### config.mk
export PLATFORM = sky130hd
export DESIGN_NAME = fat_tree_nw4
export DESIGN_NICKNAME = d
export VERILOG_FILES = /design/src/hw/nw_route_pkg.sv /design/src/hw/nw_pkt_pkg.sv /design/src/hw/fat_tree_nw4.sv /design/src/hw/leaf_port.sv /design/src/hw/root_switch.sv /design/src/hw/t_switch.sv /design/src/hw/t_arbiter.sv /design/src/hw/route_decoder.sv
export VERILOG_INCLUDE_DIRS = /design/src /design/src/hw
export SDC_FILE = /design/constraint.sdc
export NUM_CORES = 1
export LEC_CHECK = 0
export ABC_CLOCK_PERIOD_IN_PS = 1900
export BUFFER_PORTS_ARGS = -buffer_cell sky130_fd_sc_hd__buf_2
export CORE_MARGIN = 3
export CORE_UTILIZATION = 52
export DETAILED_ROUTE_END_ITERATION = 8
export PLACE_DENSITY_LB_ADDON = 0.15
export SLEW_MARGIN = 40
export SYNTH_ARGS = -nofsm -noshare
export SYNTH_HDL_FRONTEND = slang
export SYNTH_HIERARCHICAL = 1
export SYNTH_SLANG_ARGS = --single-unit
### constraint.sdc
create_clock -name clk -period 1.9 [get_ports clk]
set_clock_uncertainty 0.15 [all_clocks]
set_input_delay 0.38 -clock clk [delete_from_list [all_inputs] [get_ports clk]]
set_output_delay 0.38 -clock clk [all_outputs]
set_load 0.05 [all_outputs]
### src/hw/nw_defines.svh
`ifndef NW_DEFINES_SVH
`define NW_DEFINES_SVH

// network size
`define NW_NUM_LEAVES 4
`define NW_ADDR_W 2

// packet layout, valid + dest + payload
`define NW_PAYLOAD_W 6
`define NW_PKT_W 9

`endif
### src/hw/nw_route_pkg.sv
`default_nettype none

package nw_route_pkg;

	// decoder result: where a packet wants to go
	// arbiter select: which input feeds an output, void empties it
	typedef enum logic [1:0] {
		DIR_VOID = 2'b00,
		DIR_LEFT = 2'b01,
		DIR_RIGHT = 2'b10,
		DIR_UP = 2'b11
	} dir_e;

endpackage

`default_nettype wire

### src/hw/nw_pkt_pkg.sv
`default_nettype none

`include "nw_defines.svh"

package nw_pkt_pkg;

	typedef logic [`NW_ADDR_W-1:0] leaf_addr_t;

	typedef logic [`NW_PAYLOAD_W-1:0] payload_t;

	// an invalid packet is an empty slot, all fields zero
	typedef struct packed {
		logic valid;
		leaf_addr_t dest;
		payload_t payload;
	} packet_t;

endpackage

`default_nettype wire

### src/hw/fat_tree_nw4.sv
`timescale 1ns/1ps
`default_nettype none

`include "nw_defines.svh"

module fat_tree_nw4 (
	input wire clk,
	input wire reset,
	input wire nw_pkt_pkg::packet_t pe_pkt_i [`NW_NUM_LEAVES],
	output nw_pkt_pkg::packet_t pe_pkt_o [`NW_NUM_LEAVES],
	output logic [`NW_NUM_LEAVES-1:0] resend_o
);

	localparam int num_l1 = `NW_NUM_LEAVES / 2;

	// leaf to level 1 and back
	nw_pkt_pkg::packet_t leaf_up [`NW_NUM_LEAVES];
	nw_pkt_pkg::packet_t leaf_down [`NW_NUM_LEAVES];
	// level 1 to root and back
	nw_pkt_pkg::packet_t l1_up [num_l1];
	nw_pkt_pkg::packet_t l1_down [num_l1];

	for (genvar i = 0; i < `NW_NUM_LEAVES; i++) begin : g_leaf
		leaf_port #(
			.leaf_addr(nw_pkt_pkg::leaf_addr_t'(i))
		) leaf_i (
			.clk(clk),
			.reset(reset),
			.net_pkt_i(leaf_down[i]),
			.pe_pkt_i(pe_pkt_i[i]),
			.net_pkt_o(leaf_up[i]),
			.pe_pkt_o(pe_pkt_o[i]),
			.resend_o(resend_o[i])
		);
	end

	// even leaf on the left child port, odd leaf on the right
	for (genvar s = 0; s < num_l1; s++) begin : g_l1
		t_switch #(
			.node_bit(1'(s))
		) sw_i (
			.clk(clk),
			.reset(reset),
			.l_pkt_i(leaf_up[2*s]),
			.r_pkt_i(leaf_up[2*s+1]),
			.u_pkt_i(l1_down[s]),
			.l_pkt_o(leaf_down[2*s]),
			.r_pkt_o(leaf_down[2*s+1]),
			.u_pkt_o(l1_up[s])
		);
	end

	root_switch root_i (
		.clk(clk),
		.reset(reset),
		.l_pkt_i(l1_up[0]),
		.r_pkt_i(l1_up[1]),
		.l_pkt_o(l1_down[0]),
		.r_pkt_o(l1_down[1])
	);

endmodule

`default_nettype wire

### src/hw/leaf_port.sv
`timescale 1ns/1ps
`default_nettype none

module leaf_port #(
	parameter nw_pkt_pkg::leaf_addr_t leaf_addr = '0
) (
	input wire clk,
	input wire reset,
	input wire nw_pkt_pkg::packet_t net_pkt_i,
	input wire nw_pkt_pkg::packet_t pe_pkt_i,
	output nw_pkt_pkg::packet_t net_pkt_o,
	output nw_pkt_pkg::packet_t pe_pkt_o,
	output logic resend_o
);

	logic accept;
	logic bounce;

	assign accept = net_pkt_i.valid && (net_pkt_i.dest == leaf_addr);
	// a deflected packet for another leaf takes the uplink slot
	assign bounce = net_pkt_i.valid && (net_pkt_i.dest != leaf_addr);
	assign resend_o = bounce;

	always_ff @(posedge clk) begin
		if (reset) begin
			pe_pkt_o <= '0;
			net_pkt_o <= '0;
		end else begin
			pe_pkt_o <= accept ? net_pkt_i : '0;
			// pe input goes up even when empty
			net_pkt_o <= bounce ? net_pkt_i : pe_pkt_i;
		end
	end

endmodule

`default_nettype wire

### src/hw/root_switch.sv
`timescale 1ns/1ps
`default_nettype none

module root_switch (
	input wire clk,
	input wire reset,
	input wire nw_pkt_pkg::packet_t l_pkt_i,
	input wire nw_pkt_pkg::packet_t r_pkt_i,
	output nw_pkt_pkg::packet_t l_pkt_o,
	output nw_pkt_pkg::packet_t r_pkt_o
);

	nw_route_pkg::dir_e want_l, want_r;
	nw_route_pkg::dir_e sel_l, sel_r;

	route_decoder #(.level(0)) dec_l_i (.pkt_i(l_pkt_i), .dir_o(want_l));
	route_decoder #(.level(0)) dec_r_i (.pkt_i(r_pkt_i), .dir_o(want_r));

	// no up port here, so a loser always turns back
	always_comb begin
		sel_l = nw_route_pkg::DIR_VOID;
		sel_r = nw_route_pkg::DIR_VOID;
		if (want_l == nw_route_pkg::DIR_LEFT)
			sel_l = nw_route_pkg::DIR_LEFT;
		if (want_r == nw_route_pkg::DIR_RIGHT)
			sel_r = nw_route_pkg::DIR_RIGHT;
		// right packet crossing over, or turned back by a left turnback
		if (want_r == nw_route_pkg::DIR_LEFT) begin
			if (sel_l == nw_route_pkg::DIR_VOID)
				sel_l = nw_route_pkg::DIR_RIGHT;
			else
				sel_r = nw_route_pkg::DIR_RIGHT;
		end
		if (want_l == nw_route_pkg::DIR_RIGHT) begin
			if (sel_r == nw_route_pkg::DIR_VOID)
				sel_r = nw_route_pkg::DIR_LEFT;
			else
				sel_l = nw_route_pkg::DIR_LEFT;
		end
	end

	always_ff @(posedge clk) begin
		if (reset) begin
			l_pkt_o <= '0;
			r_pkt_o <= '0;
		end else begin
			case (sel_l)
				nw_route_pkg::DIR_LEFT: l_pkt_o <= l_pkt_i;
				nw_route_pkg::DIR_RIGHT: l_pkt_o <= r_pkt_i;
				default: l_pkt_o <= '0;
			endcase
			case (sel_r)
				nw_route_pkg::DIR_LEFT: r_pkt_o <= l_pkt_i;
				nw_route_pkg::DIR_RIGHT: r_pkt_o <= r_pkt_i;
				default: r_pkt_o <= '0;
			endcase
		end
	end

endmodule

`default_nettype wire

### src/hw/t_switch.sv
`timescale 1ns/1ps
`default_nettype none

module t_switch #(
	parameter logic node_bit = 1'b0
) (
	input wire clk,
	input wire reset,
	input wire nw_pkt_pkg::packet_t l_pkt_i,
	input wire nw_pkt_pkg::packet_t r_pkt_i,
	input wire nw_pkt_pkg::packet_t u_pkt_i,
	output nw_pkt_pkg::packet_t l_pkt_o,
	output nw_pkt_pkg::packet_t r_pkt_o,
	output nw_pkt_pkg::packet_t u_pkt_o
);

	nw_route_pkg::dir_e want_l, want_r, want_u;
	nw_route_pkg::dir_e sel_l, sel_r, sel_u;

	// output mux, void gives an empty slot
	function automatic nw_pkt_pkg::packet_t pick(
		input nw_route_pkg::dir_e sel,
		input nw_pkt_pkg::packet_t l,
		input nw_pkt_pkg::packet_t r,
		input nw_pkt_pkg::packet_t u
	);
		case (sel)
			nw_route_pkg::DIR_LEFT: pick = l;
			nw_route_pkg::DIR_RIGHT: pick = r;
			nw_route_pkg::DIR_UP: pick = u;
			default: pick = '0;
		endcase
	endfunction

	route_decoder #(.level(1), .node_bit(node_bit)) dec_l_i (.pkt_i(l_pkt_i), .dir_o(want_l));
	route_decoder #(.level(1), .node_bit(node_bit)) dec_r_i (.pkt_i(r_pkt_i), .dir_o(want_r));
	route_decoder #(.level(1), .node_bit(node_bit)) dec_u_i (.pkt_i(u_pkt_i), .dir_o(want_u));

	t_arbiter arb_i (
		.want_l_i(want_l),
		.want_r_i(want_r),
		.want_u_i(want_u),
		.sel_l_o(sel_l),
		.sel_r_o(sel_r),
		.sel_u_o(sel_u)
	);

	// one cycle per hop
	always_ff @(posedge clk) begin
		if (reset) begin
			l_pkt_o <= '0;
			r_pkt_o <= '0;
			u_pkt_o <= '0;
		end else begin
			l_pkt_o <= pick(sel_l, l_pkt_i, r_pkt_i, u_pkt_i);
			r_pkt_o <= pick(sel_r, l_pkt_i, r_pkt_i, u_pkt_i);
			u_pkt_o <= pick(sel_u, l_pkt_i, r_pkt_i, u_pkt_i);
		end
	end

endmodule

`default_nettype wire

### src/hw/t_arbiter.sv
`timescale 1ns/1ps
`default_nettype none

module t_arbiter (
	input wire nw_route_pkg::dir_e want_l_i,
	input wire nw_route_pkg::dir_e want_r_i,
	input wire nw_route_pkg::dir_e want_u_i,
	output nw_route_pkg::dir_e sel_l_o,
	output nw_route_pkg::dir_e sel_r_o,
	output nw_route_pkg::dir_e sel_u_o
);

	// outputs are claimed in priority order, a free output still selects void
	// three inputs and three outputs, so the last fallback is always free
	always_comb begin
		sel_l_o = nw_route_pkg::DIR_VOID;
		sel_r_o = nw_route_pkg::DIR_VOID;
		sel_u_o = nw_route_pkg::DIR_VOID;

		// turnback packets keep their own port
		if (want_l_i == nw_route_pkg::DIR_LEFT)
			sel_l_o = nw_route_pkg::DIR_LEFT;
		if (want_r_i == nw_route_pkg::DIR_RIGHT)
			sel_r_o = nw_route_pkg::DIR_RIGHT;
		if (want_u_i == nw_route_pkg::DIR_UP)
			sel_u_o = nw_route_pkg::DIR_UP;

		// downlink, bounced back up if a turnback holds the child port
		if (want_u_i == nw_route_pkg::DIR_LEFT) begin
			if (sel_l_o == nw_route_pkg::DIR_VOID)
				sel_l_o = nw_route_pkg::DIR_UP;
			else
				sel_u_o = nw_route_pkg::DIR_UP;
		end else if (want_u_i == nw_route_pkg::DIR_RIGHT) begin
			if (sel_r_o == nw_route_pkg::DIR_VOID)
				sel_r_o = nw_route_pkg::DIR_UP;
			else
				sel_u_o = nw_route_pkg::DIR_UP;
		end

		// side links to the sibling child
		if (want_l_i == nw_route_pkg::DIR_RIGHT) begin
			if (sel_r_o == nw_route_pkg::DIR_VOID)
				sel_r_o = nw_route_pkg::DIR_LEFT;
			else if (sel_l_o == nw_route_pkg::DIR_VOID)
				sel_l_o = nw_route_pkg::DIR_LEFT;
			else
				sel_u_o = nw_route_pkg::DIR_LEFT;
		end
		if (want_r_i == nw_route_pkg::DIR_LEFT) begin
			if (sel_l_o == nw_route_pkg::DIR_VOID)
				sel_l_o = nw_route_pkg::DIR_RIGHT;
			else if (sel_r_o == nw_route_pkg::DIR_VOID)
				sel_r_o = nw_route_pkg::DIR_RIGHT;
			else
				sel_u_o = nw_route_pkg::DIR_RIGHT;
		end

		// uplinks, else back where they came from, else the other side
		if (want_l_i == nw_route_pkg::DIR_UP) begin
			if (sel_u_o == nw_route_pkg::DIR_VOID)
				sel_u_o = nw_route_pkg::DIR_LEFT;
			else if (sel_l_o == nw_route_pkg::DIR_VOID)
				sel_l_o = nw_route_pkg::DIR_LEFT;
			else
				sel_r_o = nw_route_pkg::DIR_LEFT;
		end
		if (want_r_i == nw_route_pkg::DIR_UP) begin
			if (sel_u_o == nw_route_pkg::DIR_VOID)
				sel_u_o = nw_route_pkg::DIR_RIGHT;
			else if (sel_r_o == nw_route_pkg::DIR_VOID)
				sel_r_o = nw_route_pkg::DIR_RIGHT;
			else
				sel_l_o = nw_route_pkg::DIR_RIGHT;
		end
	end

endmodule

`default_nettype wire

### src/hw/route_decoder.sv
`timescale 1ns/1ps
`default_nettype none

`include "nw_defines.svh"

module route_decoder #(
	parameter int level = 1,
	parameter logic node_bit = 1'b0
) (
	input wire nw_pkt_pkg::packet_t pkt_i,
	output nw_route_pkg::dir_e dir_o
);

	// address bit that picks the child below this level
	localparam int steer_bit = `NW_ADDR_W - 1 - level;

	logic prefix_hit;

	// the root owns every address, level 1 only its own half
	assign prefix_hit = (level == 0) || (pkt_i.dest[`NW_ADDR_W-1] == node_bit);

	always_comb begin
		dir_o = nw_route_pkg::DIR_VOID;
		if (pkt_i.valid) begin
			if (!prefix_hit) begin
				dir_o = nw_route_pkg::DIR_UP;
			end else if (pkt_i.dest[steer_bit]) begin
				dir_o = nw_route_pkg::DIR_RIGHT;
			end else begin
				dir_o = nw_route_pkg::DIR_LEFT;
			end
		end
	end

endmodule

`default_nettype wire

=== Word level (Yosys, flattened, before mapping) ===
Index checks and enable logic that the tools add are counted.
Widths: inputs -> output; s select.

* Eq/ne operators: 50
* Muxes and demuxes: 132
* Reductions and logical operators: 36
* Bitwise logic cells: 4

{| class="wikitable"
|+ Operator list
! cell !! number
|-
| $mux 2 || 117
|-
| $pmux 9 s3 || 6
|-
| $eq 2x2->1 const B || 30
|-
| $logic_not 2->1 || 23
|-
| $mux 9 || 4
|-
| $pmux 9 s2 || 2
|-
| $eq 2x1->1 const B || 17
|-
| $logic_and 1x1->1 || 8
|-
| $reduce_or 2->1 || 4
|-
| $ne 2x2->1 const B || 2
|-
| $not 1->1 || 4
|-
| $mux 1 || 3
|-
| $ne 2x1->1 const B || 1
|-
| $reduce_bool 2->1 || 1
|}

* Output and inout bits: 40
* Word-level logic and storage cells: 270
* Flip-flop bits (word level): 144

=== Logic depth before layout (Yosys ltp) ===
* Depth in word-level cells: 25
* Mapped depth: 10

=== Hierarchy ===
Netlist, hierarchy kept.

{| class="wikitable"
|+ By module, submodules not included
! module !! cells an instance !! area each (µm²) !! seq. area each (µm²) !! times used
|-
| t_switch || 116 || 1216.2 || 540.5 || 2
|-
| leaf_port (g_leaf[1].leaf_i ...) || 56 || 639.4 || 360.3 || 2
|-
| root_switch || 62 || 678.2 || 360.3 || 1
|-
| leaf_port (g_leaf[2].leaf_i) || 56 || 631.9 || 360.3 || 1
|-
| leaf_port (g_leaf[0].leaf_i) || 54 || 630.6 || 360.3 || 1
|-
| t_arbiter || 39 || 279.0 || 0.0 || 2
|-
| route_decoder (g_l1[0].sw_i.dec_l_i ...) || 3 || 18.8 || 0.0 || 6
|-
| route_decoder (root_i.dec_l_i ...) || 2 || 16.3 || 0.0 || 2
|}

=== Worst setup path after synthesis ===
No wires, ideal clock.

* Path type: flip-flop to flip-flop
* Start: reg g_leaf[3].leaf_i/net_pkt_o[8] (netlist bit)
* End: reg g_l1[1].sw_i/r_pkt_o[8] (netlist bit)
* Clock period less this slack: 2.109 ns
* Setup slack: -0.209 ns
* Stages on the path, launching flop included: 10
* Data arrival time: 1.834 ns
* Library setup time: 0.124 ns
* Cell sequence: dfxtp_1 a21boi_1 buf_6 mux2i_1 a211oi_1 a211o_1 buf_6 buf_12 mux2i_1 a211oi_2

* Word-level cells in the longest chain between the ends: 23
* Elaborated cells between the ends (all ways): 46
* Those cells by class: eq/ne: 6; mux: 32; reduce/logical: 8

{| class="wikitable"
|+ RTL lines
! item !! RTL line !! source
|-
| from (decl) || leaf_port.sv:11 || <nowiki>output nw_pkt_pkg::packet_t net_pkt_o,</nowiki>
|-
| from (signal assigned) || leaf_port.sv:31 || <nowiki>net_pkt_o <= bounce ? net_pkt_i : pe_pkt_i;</nowiki>
|-
| $mux 2 (*) || route_decoder.sv:24 || <nowiki>if (pkt_i.valid) begin</nowiki>
|-
| named net g_l1[1].sw_i.want_r[1] || t_switch.sv:17 || <nowiki>nw_route_pkg::dir_e want_l, want_r, want_u;</nowiki>
|-
| $eq 2x2->1 || t_arbiter.sv:23 || <nowiki>if (want_r_i == nw_route_pkg::DIR_RIGHT)</nowiki>
|-
| $mux 2 || t_arbiter.sv:23 ||
|-
| $logic_not 2->1 || t_arbiter.sv:35 || <nowiki>if (sel_r_o == nw_route_pkg::DIR_VOID)</nowiki>
|-
| $mux 2 || t_arbiter.sv:35 ||
|-
| $mux 2 || t_arbiter.sv:34 || <nowiki>end else if (want_u_i == nw_route_pkg::DIR_RIGHT) begin</nowiki>
|-
| $mux 2 || t_arbiter.sv:29 || <nowiki>if (want_u_i == nw_route_pkg::DIR_LEFT) begin</nowiki>
|-
| [9 not listed] || - ||
|-
| $mux 2 || t_arbiter.sv:60 || <nowiki>if (want_l_i == nw_route_pkg::DIR_UP) begin</nowiki>
|-
| $logic_not 2->1 || t_arbiter.sv:71 || <nowiki>else if (sel_r_o == nw_route_pkg::DIR_VOID)</nowiki>
|-
| $mux 2 || t_arbiter.sv:71 ||
|-
| $mux 2 || t_arbiter.sv:69 || <nowiki>if (sel_u_o == nw_route_pkg::DIR_VOID)</nowiki>
|-
| $mux 2 (*) || t_arbiter.sv:68 || <nowiki>if (want_r_i == nw_route_pkg::DIR_UP) begin</nowiki>
|-
| named net g_l1[1].sw_i.sel_r[1] || t_switch.sv:18 || <nowiki>nw_route_pkg::dir_e sel_l, sel_r, sel_u;</nowiki>
|-
| $eq 2x2->1 or $eq 2x1->1 (tied branches) || t_switch.sv:27 || <nowiki>case (sel)</nowiki>
|-
| $pmux 9 s3 (*) || t_switch.sv:27 ||
|-
| to (signal assigned) || t_switch.sv:56 || <nowiki>r_pkt_o <= pick(sel_r, l_pkt_i, r_pkt_i, u_pkt_i);</nowiki>
|-
| to (decl) || t_switch.sv:13 || <nowiki>output nw_pkt_pkg::packet_t r_pkt_o,</nowiki>
|}

Mark *: on every way through the listed nets, which the timed path passes. The rest lies on a longest branch.
A chain may end at the register's enable or synchronous reset.

=== Final worst setup path ===
* Start: reg root_i/l_pkt_o[6] (netlist bit)
* End: reg g_l1[0].sw_i/r_pkt_o[2] (netlist bit)

* Word-level cells in the longest chain between the ends: 23
* Elaborated cells between the ends (all ways): 50
* Those cells by class: eq/ne: 6; mux: 36; reduce/logical: 8

{| class="wikitable"
|+ RTL lines
! item !! RTL line !! source
|-
| from (decl) || root_switch.sv:9 || <nowiki>output nw_pkt_pkg::packet_t l_pkt_o,</nowiki>
|-
| from (signal assigned) || root_switch.sv:48 || <nowiki>nw_route_pkg::DIR_LEFT: l_pkt_o <= l_pkt_i;</nowiki>
|-
| from (signal assigned) || root_switch.sv:49 || <nowiki>nw_route_pkg::DIR_RIGHT: l_pkt_o <= r_pkt_i;</nowiki>
|-
| $mux 2 (*) || route_decoder.sv:27 || <nowiki>end else if (pkt_i.dest[steer_bit]) begin</nowiki>
|-
| $mux 2 (*) || route_decoder.sv:25 || <nowiki>if (!prefix_hit) begin</nowiki>
|-
| $mux 2 (*) || route_decoder.sv:24 ||
|-
| named net g_l1[0].sw_i.want_u[1] || t_switch.sv:17 ||
|-
| $eq 2x2->1 || t_arbiter.sv:25 || <nowiki>if (want_u_i == nw_route_pkg::DIR_UP)</nowiki>
|-
| $mux 2 || t_arbiter.sv:25 ||
|-
| $mux 2 || t_arbiter.sv:35 ||
|-
| $mux 2 || t_arbiter.sv:34 ||
|-
| [9 not listed] || - ||
|-
| $mux 2 || t_arbiter.sv:60 ||
|-
| $logic_not 2->1 || t_arbiter.sv:71 ||
|-
| $mux 2 || t_arbiter.sv:71 ||
|-
| $mux 2 || t_arbiter.sv:69 ||
|-
| $mux 2 (*) || t_arbiter.sv:68 ||
|-
| named net g_l1[0].sw_i.sel_r[1] || t_switch.sv:18 ||
|-
| $eq 2x2->1 or $eq 2x1->1 (tied branches) || t_switch.sv:27 ||
|-
| $pmux 9 s3 (*) || t_switch.sv:27 ||
|-
| to (signal assigned) || t_switch.sv:56 ||
|-
| to (decl) || t_switch.sv:13 ||
|}

Marks and branches as above.

==> results.sh <==
export IMPL_status="finished with violations"
export IMPL_violations="negative setup slack"
export IMPL_synth_edf_count=0
export IMPL_routabilityCongestion=0.9274
export IMPL_numPortBuffers=77
export IMPL_synth_top_cell_area_share_pct=45.36
export IMPL_route_detailed_drc=0
export IMPL_final_nets=808
export IMPL_end_kind="flip-flop"
export IMPL_core_um2=11660
export IMPL_die_area_um2=13580
export IMPL_cp_required_ns=2.08
export IMPL_synth_top_area_cell="dfxtp_1"
export IMPL_io_pins=78
export IMPL_cts_made_buffers=17
export IMPL_ys_ff_latch=144
export IMPL_dp_hpwl_mm=10.78
export IMPL_grt_pass1_wl_mm=24.64
export IMPL_relSlewSlack_pct=63.34
export IMPL_first_global_vias=5054
export IMPL_synth_warnings=6
export IMPL_grtUsageMet1_pct=26.16
export IMPL_grt_overflow=0
export IMPL_met2_usage_pct=42.64
export IMPL_synthFlopType="dfxtp_1"
export IMPL_viasPerCell=5.491
export IMPL_yosysMostFrequentCell="dfxtp_1"
export IMPL_htreeDepth=4
export IMPL_tightest_slew_ns=0.5499
export IMPL_synth_area_leaders="dfxtp_1 (45%), mux2i_1 (13%), nand2b_1 (7.8%), o22ai_1 (3.2%), a211oi_1 (3.0%)"
export IMPL_first_iter_violations=303
export IMPL_cts_root_buf="clkbuf_16"
export IMPL_critical_path_top_delay_family="compound AO/OA/AOI/OAI gates"
export IMPL_ys_top_cells_by_count="dfxtp_1 (144), mux2i_1 (82), nand2b_1 (79)"
export IMPL_finalWorstSetupSlack_ns=-0.1931
export IMPL_p_clk_share_pct=46.3
export IMPL_cap_violations=0
export IMPL_cts_tree="built"
export IMPL_seq_area_frac_synth_pct=45.36
export IMPL_rsz0062_at_grt="true"
export IMPL_die_h_um=116.5
export IMPL_clk_pin_slew_ns=0.06
export IMPL_slowest_stage="dfxtp_4"
export IMPL_netSwitchingPower_mw=1.809
export IMPL_synth_cell_type_count=57
export IMPL_final_min_clock_period_ns=2.093
export IMPL_critPathBufInv=3
export IMPL_setup_viol=54
export IMPL_p_leak_nw=3.312
export IMPL_postSynthCellCount=616
export IMPL_syn_area_um2=6355
export IMPL_path_class="flip-flop to flip-flop"
export IMPL_slew_violations=0
export IMPL_synth_avg_cell_area_um2=10.32
export IMPL_busiest_layer="met2"
export IMPL_dpl_cell_count=866
export IMPL_hp_class="input pin to flip-flop"
export IMPL_crit_chain="o21a_4 -> buf_6 -> nor2b_4 -> buf_4 -> a22o_1 -> a211o_1 -> buf_12 -> mux2i_4 -> a211oi_2"
export IMPL_critPathMaxStageDelay_ns=0.37
export IMPL_p_sw_share_pct=24.09
export IMPL_clock_sinks=144
export IMPL_syn_to_final_growth_pct=35.97
export IMPL_synth_async_reset_ratio_pct=0
export IMPL_grt_util_met3_pct=6.269
export IMPL_start_kind="flip-flop"
export IMPL_layout_cells_non_filler=924
export IMPL_drt_wirelength_per_cell_um=17.56
export IMPL_crit_fanout=17
export IMPL_insertion_delay_ns=0.42
export IMPL_initial_core_util_pct=54.49
export IMPL_num_vias=5074
export IMPL_grt_usage_pct=23.21
export IMPL_postRouteAntennaNets=0
export IMPL_p_int_mw=5.699
export IMPL_num_rows=39
export IMPL_seqPwrFrac_pct=42.5
export IMPL_grt_max_degree=28
export IMPL_dp_slack_ns=-0.2166
export IMPL_drive_gt1_share_pct=42.13
export IMPL_final_util_pct=74.09
export IMPL_cp_arrival_ns=2.27
export IMPL_wl_mm=16.23
export IMPL_ir_drop_mv=0.8007
export IMPL_firstDrtPassIters=4
export IMPL_die_w_um=116.5
export IMPL_max_freq_ghz=0.4778
export IMPL_cts_path_max_buffers=2
export IMPL_antenna_cells=0
export IMPL_hold_viol_final=0
export IMPL_tns_ns=-6.572
export IMPL_p_per_area_nw_per_um2=868.9
export IMPL_comb_power_share_pct=11.2
export IMPL_antenna_found_initial=0
export IMPL_fin_crit_sh_pct=110.2
## registers in the layout, summed over array words and instances (netlist names)
| signal | cells |
|---|---|
| root_i/l_pkt_o | 9 |
| g_leaf.leaf_i/pe_pkt_o | 36 |
| g_leaf.leaf_i/net_pkt_o | 36 |
| g_l1.sw_i/l_pkt_o | 18 |
| g_l1.sw_i/u_pkt_o | 18 |
| g_l1.sw_i/r_pkt_o | 18 |
| root_i/r_pkt_o | 9 |
## timing repair
action                                  in CTS  in global routing
hold endpoints to repair                     0                  0
endpoints found under the setup margin      63                 66
pin swaps                                   26                 30
gates resized for setup                     65                 70
cloned                                       3                  3
buffers inserted                             9                 15
hold buffers                                 0                  0
## kinds of logic after synthesis
| group | Yosys count | share of synthesized area [%] |
|---|---|---|
| adders and majority gates | 2 | 0.3937 |
| DFF | 144 | 45.36 |
| buffers and inverters | 61 | 6.596 |
| and+or+nand+nor | 160 | 16.26 |
| AOI/OAI and AO/OA | 164 | 18.29 |
| muxes | 82 | 12.92 |
| other | 3 | 0.1772 |
## power by group through the flow
stage,sequential [mW],clock (mW),combinational (mW)
after detailed placement,3.25,0,0.683
after global placement,3.26,0,0.669
after global routing,3.20,3.66,0.898
final,3.19,3.47,0.840
after floorplan,3.25,0,0.464
after CTS,3.19,3.53,0.745
## cell usage in the layout (no fill, tap or decap), types with 9 or more instances in the layout
cell and n:
dfxtp_1 127, a211oi_2 9, o22ai_1 25, buf_6 20, buf_2 75, dfxtp_2 12, a21oi_1 27, a211oi_1 17
nand2b_1 71, and2_1 24, a22o_1 11, mux2i_1 73, clkbuf_16 20, inv_1 10, buf_4 74
## worst paths after layout
kind                           startpoint  slack [ns]  cells after the start                             to
hold / removal                pe_pkt_i[8]        0.04                      2  g_leaf[3].leaf_i/net_pkt_o[8]
setup / recovery        root_i/l_pkt_o[6]       -0.19                      9        g_l1[0].sw_i/r_pkt_o[2]
hold reg to reg   g_l1[1].sw_i/r_pkt_o[2]        0.30                      1   g_leaf[3].leaf_i/pe_pkt_o[2]
setup reg to reg        root_i/l_pkt_o[6]       -0.19                      9        g_l1[0].sw_i/r_pkt_o[2]
## area by class of cell
cell class	instances	area, um^2
Sequential cell	144	2917
Fill cell	804	3022
Clock inverter	13	173.9
Timing Repair Buffer	177	1331
Clock buffer	19	452.9
Multi-Input combinational cell	413	3528
Tap cell	143	178.9
Inverter	15	58.81
## metal layers
layer  vias to the layer above  share of wire (%)
met2                       122                 52
met5                         -                  0
met4                         0                1.6
li1                       2498                  -
met1                      2433                 42
met3                        21                4.0
## stage by stage
| step | total power [mW] | hold slack [ns] | cell area (um^2) |
|---|---|---|---|
| after global routing | 7.760 | 0.02842 | 8641 |
| after CTS | 7.467 | 0.02213 | 8238 |
| after detailed placement | 3.937 | 0.2917 | 7272 |
| after floorplan | 3.717 | 0.2809 | 6447 |
| after global placement | 3.926 | 0.2874 | 7272 |
| final | 7.508 | 0.03514 | 8641 |
Note: power is estimated with default switching activity, not from simulation.
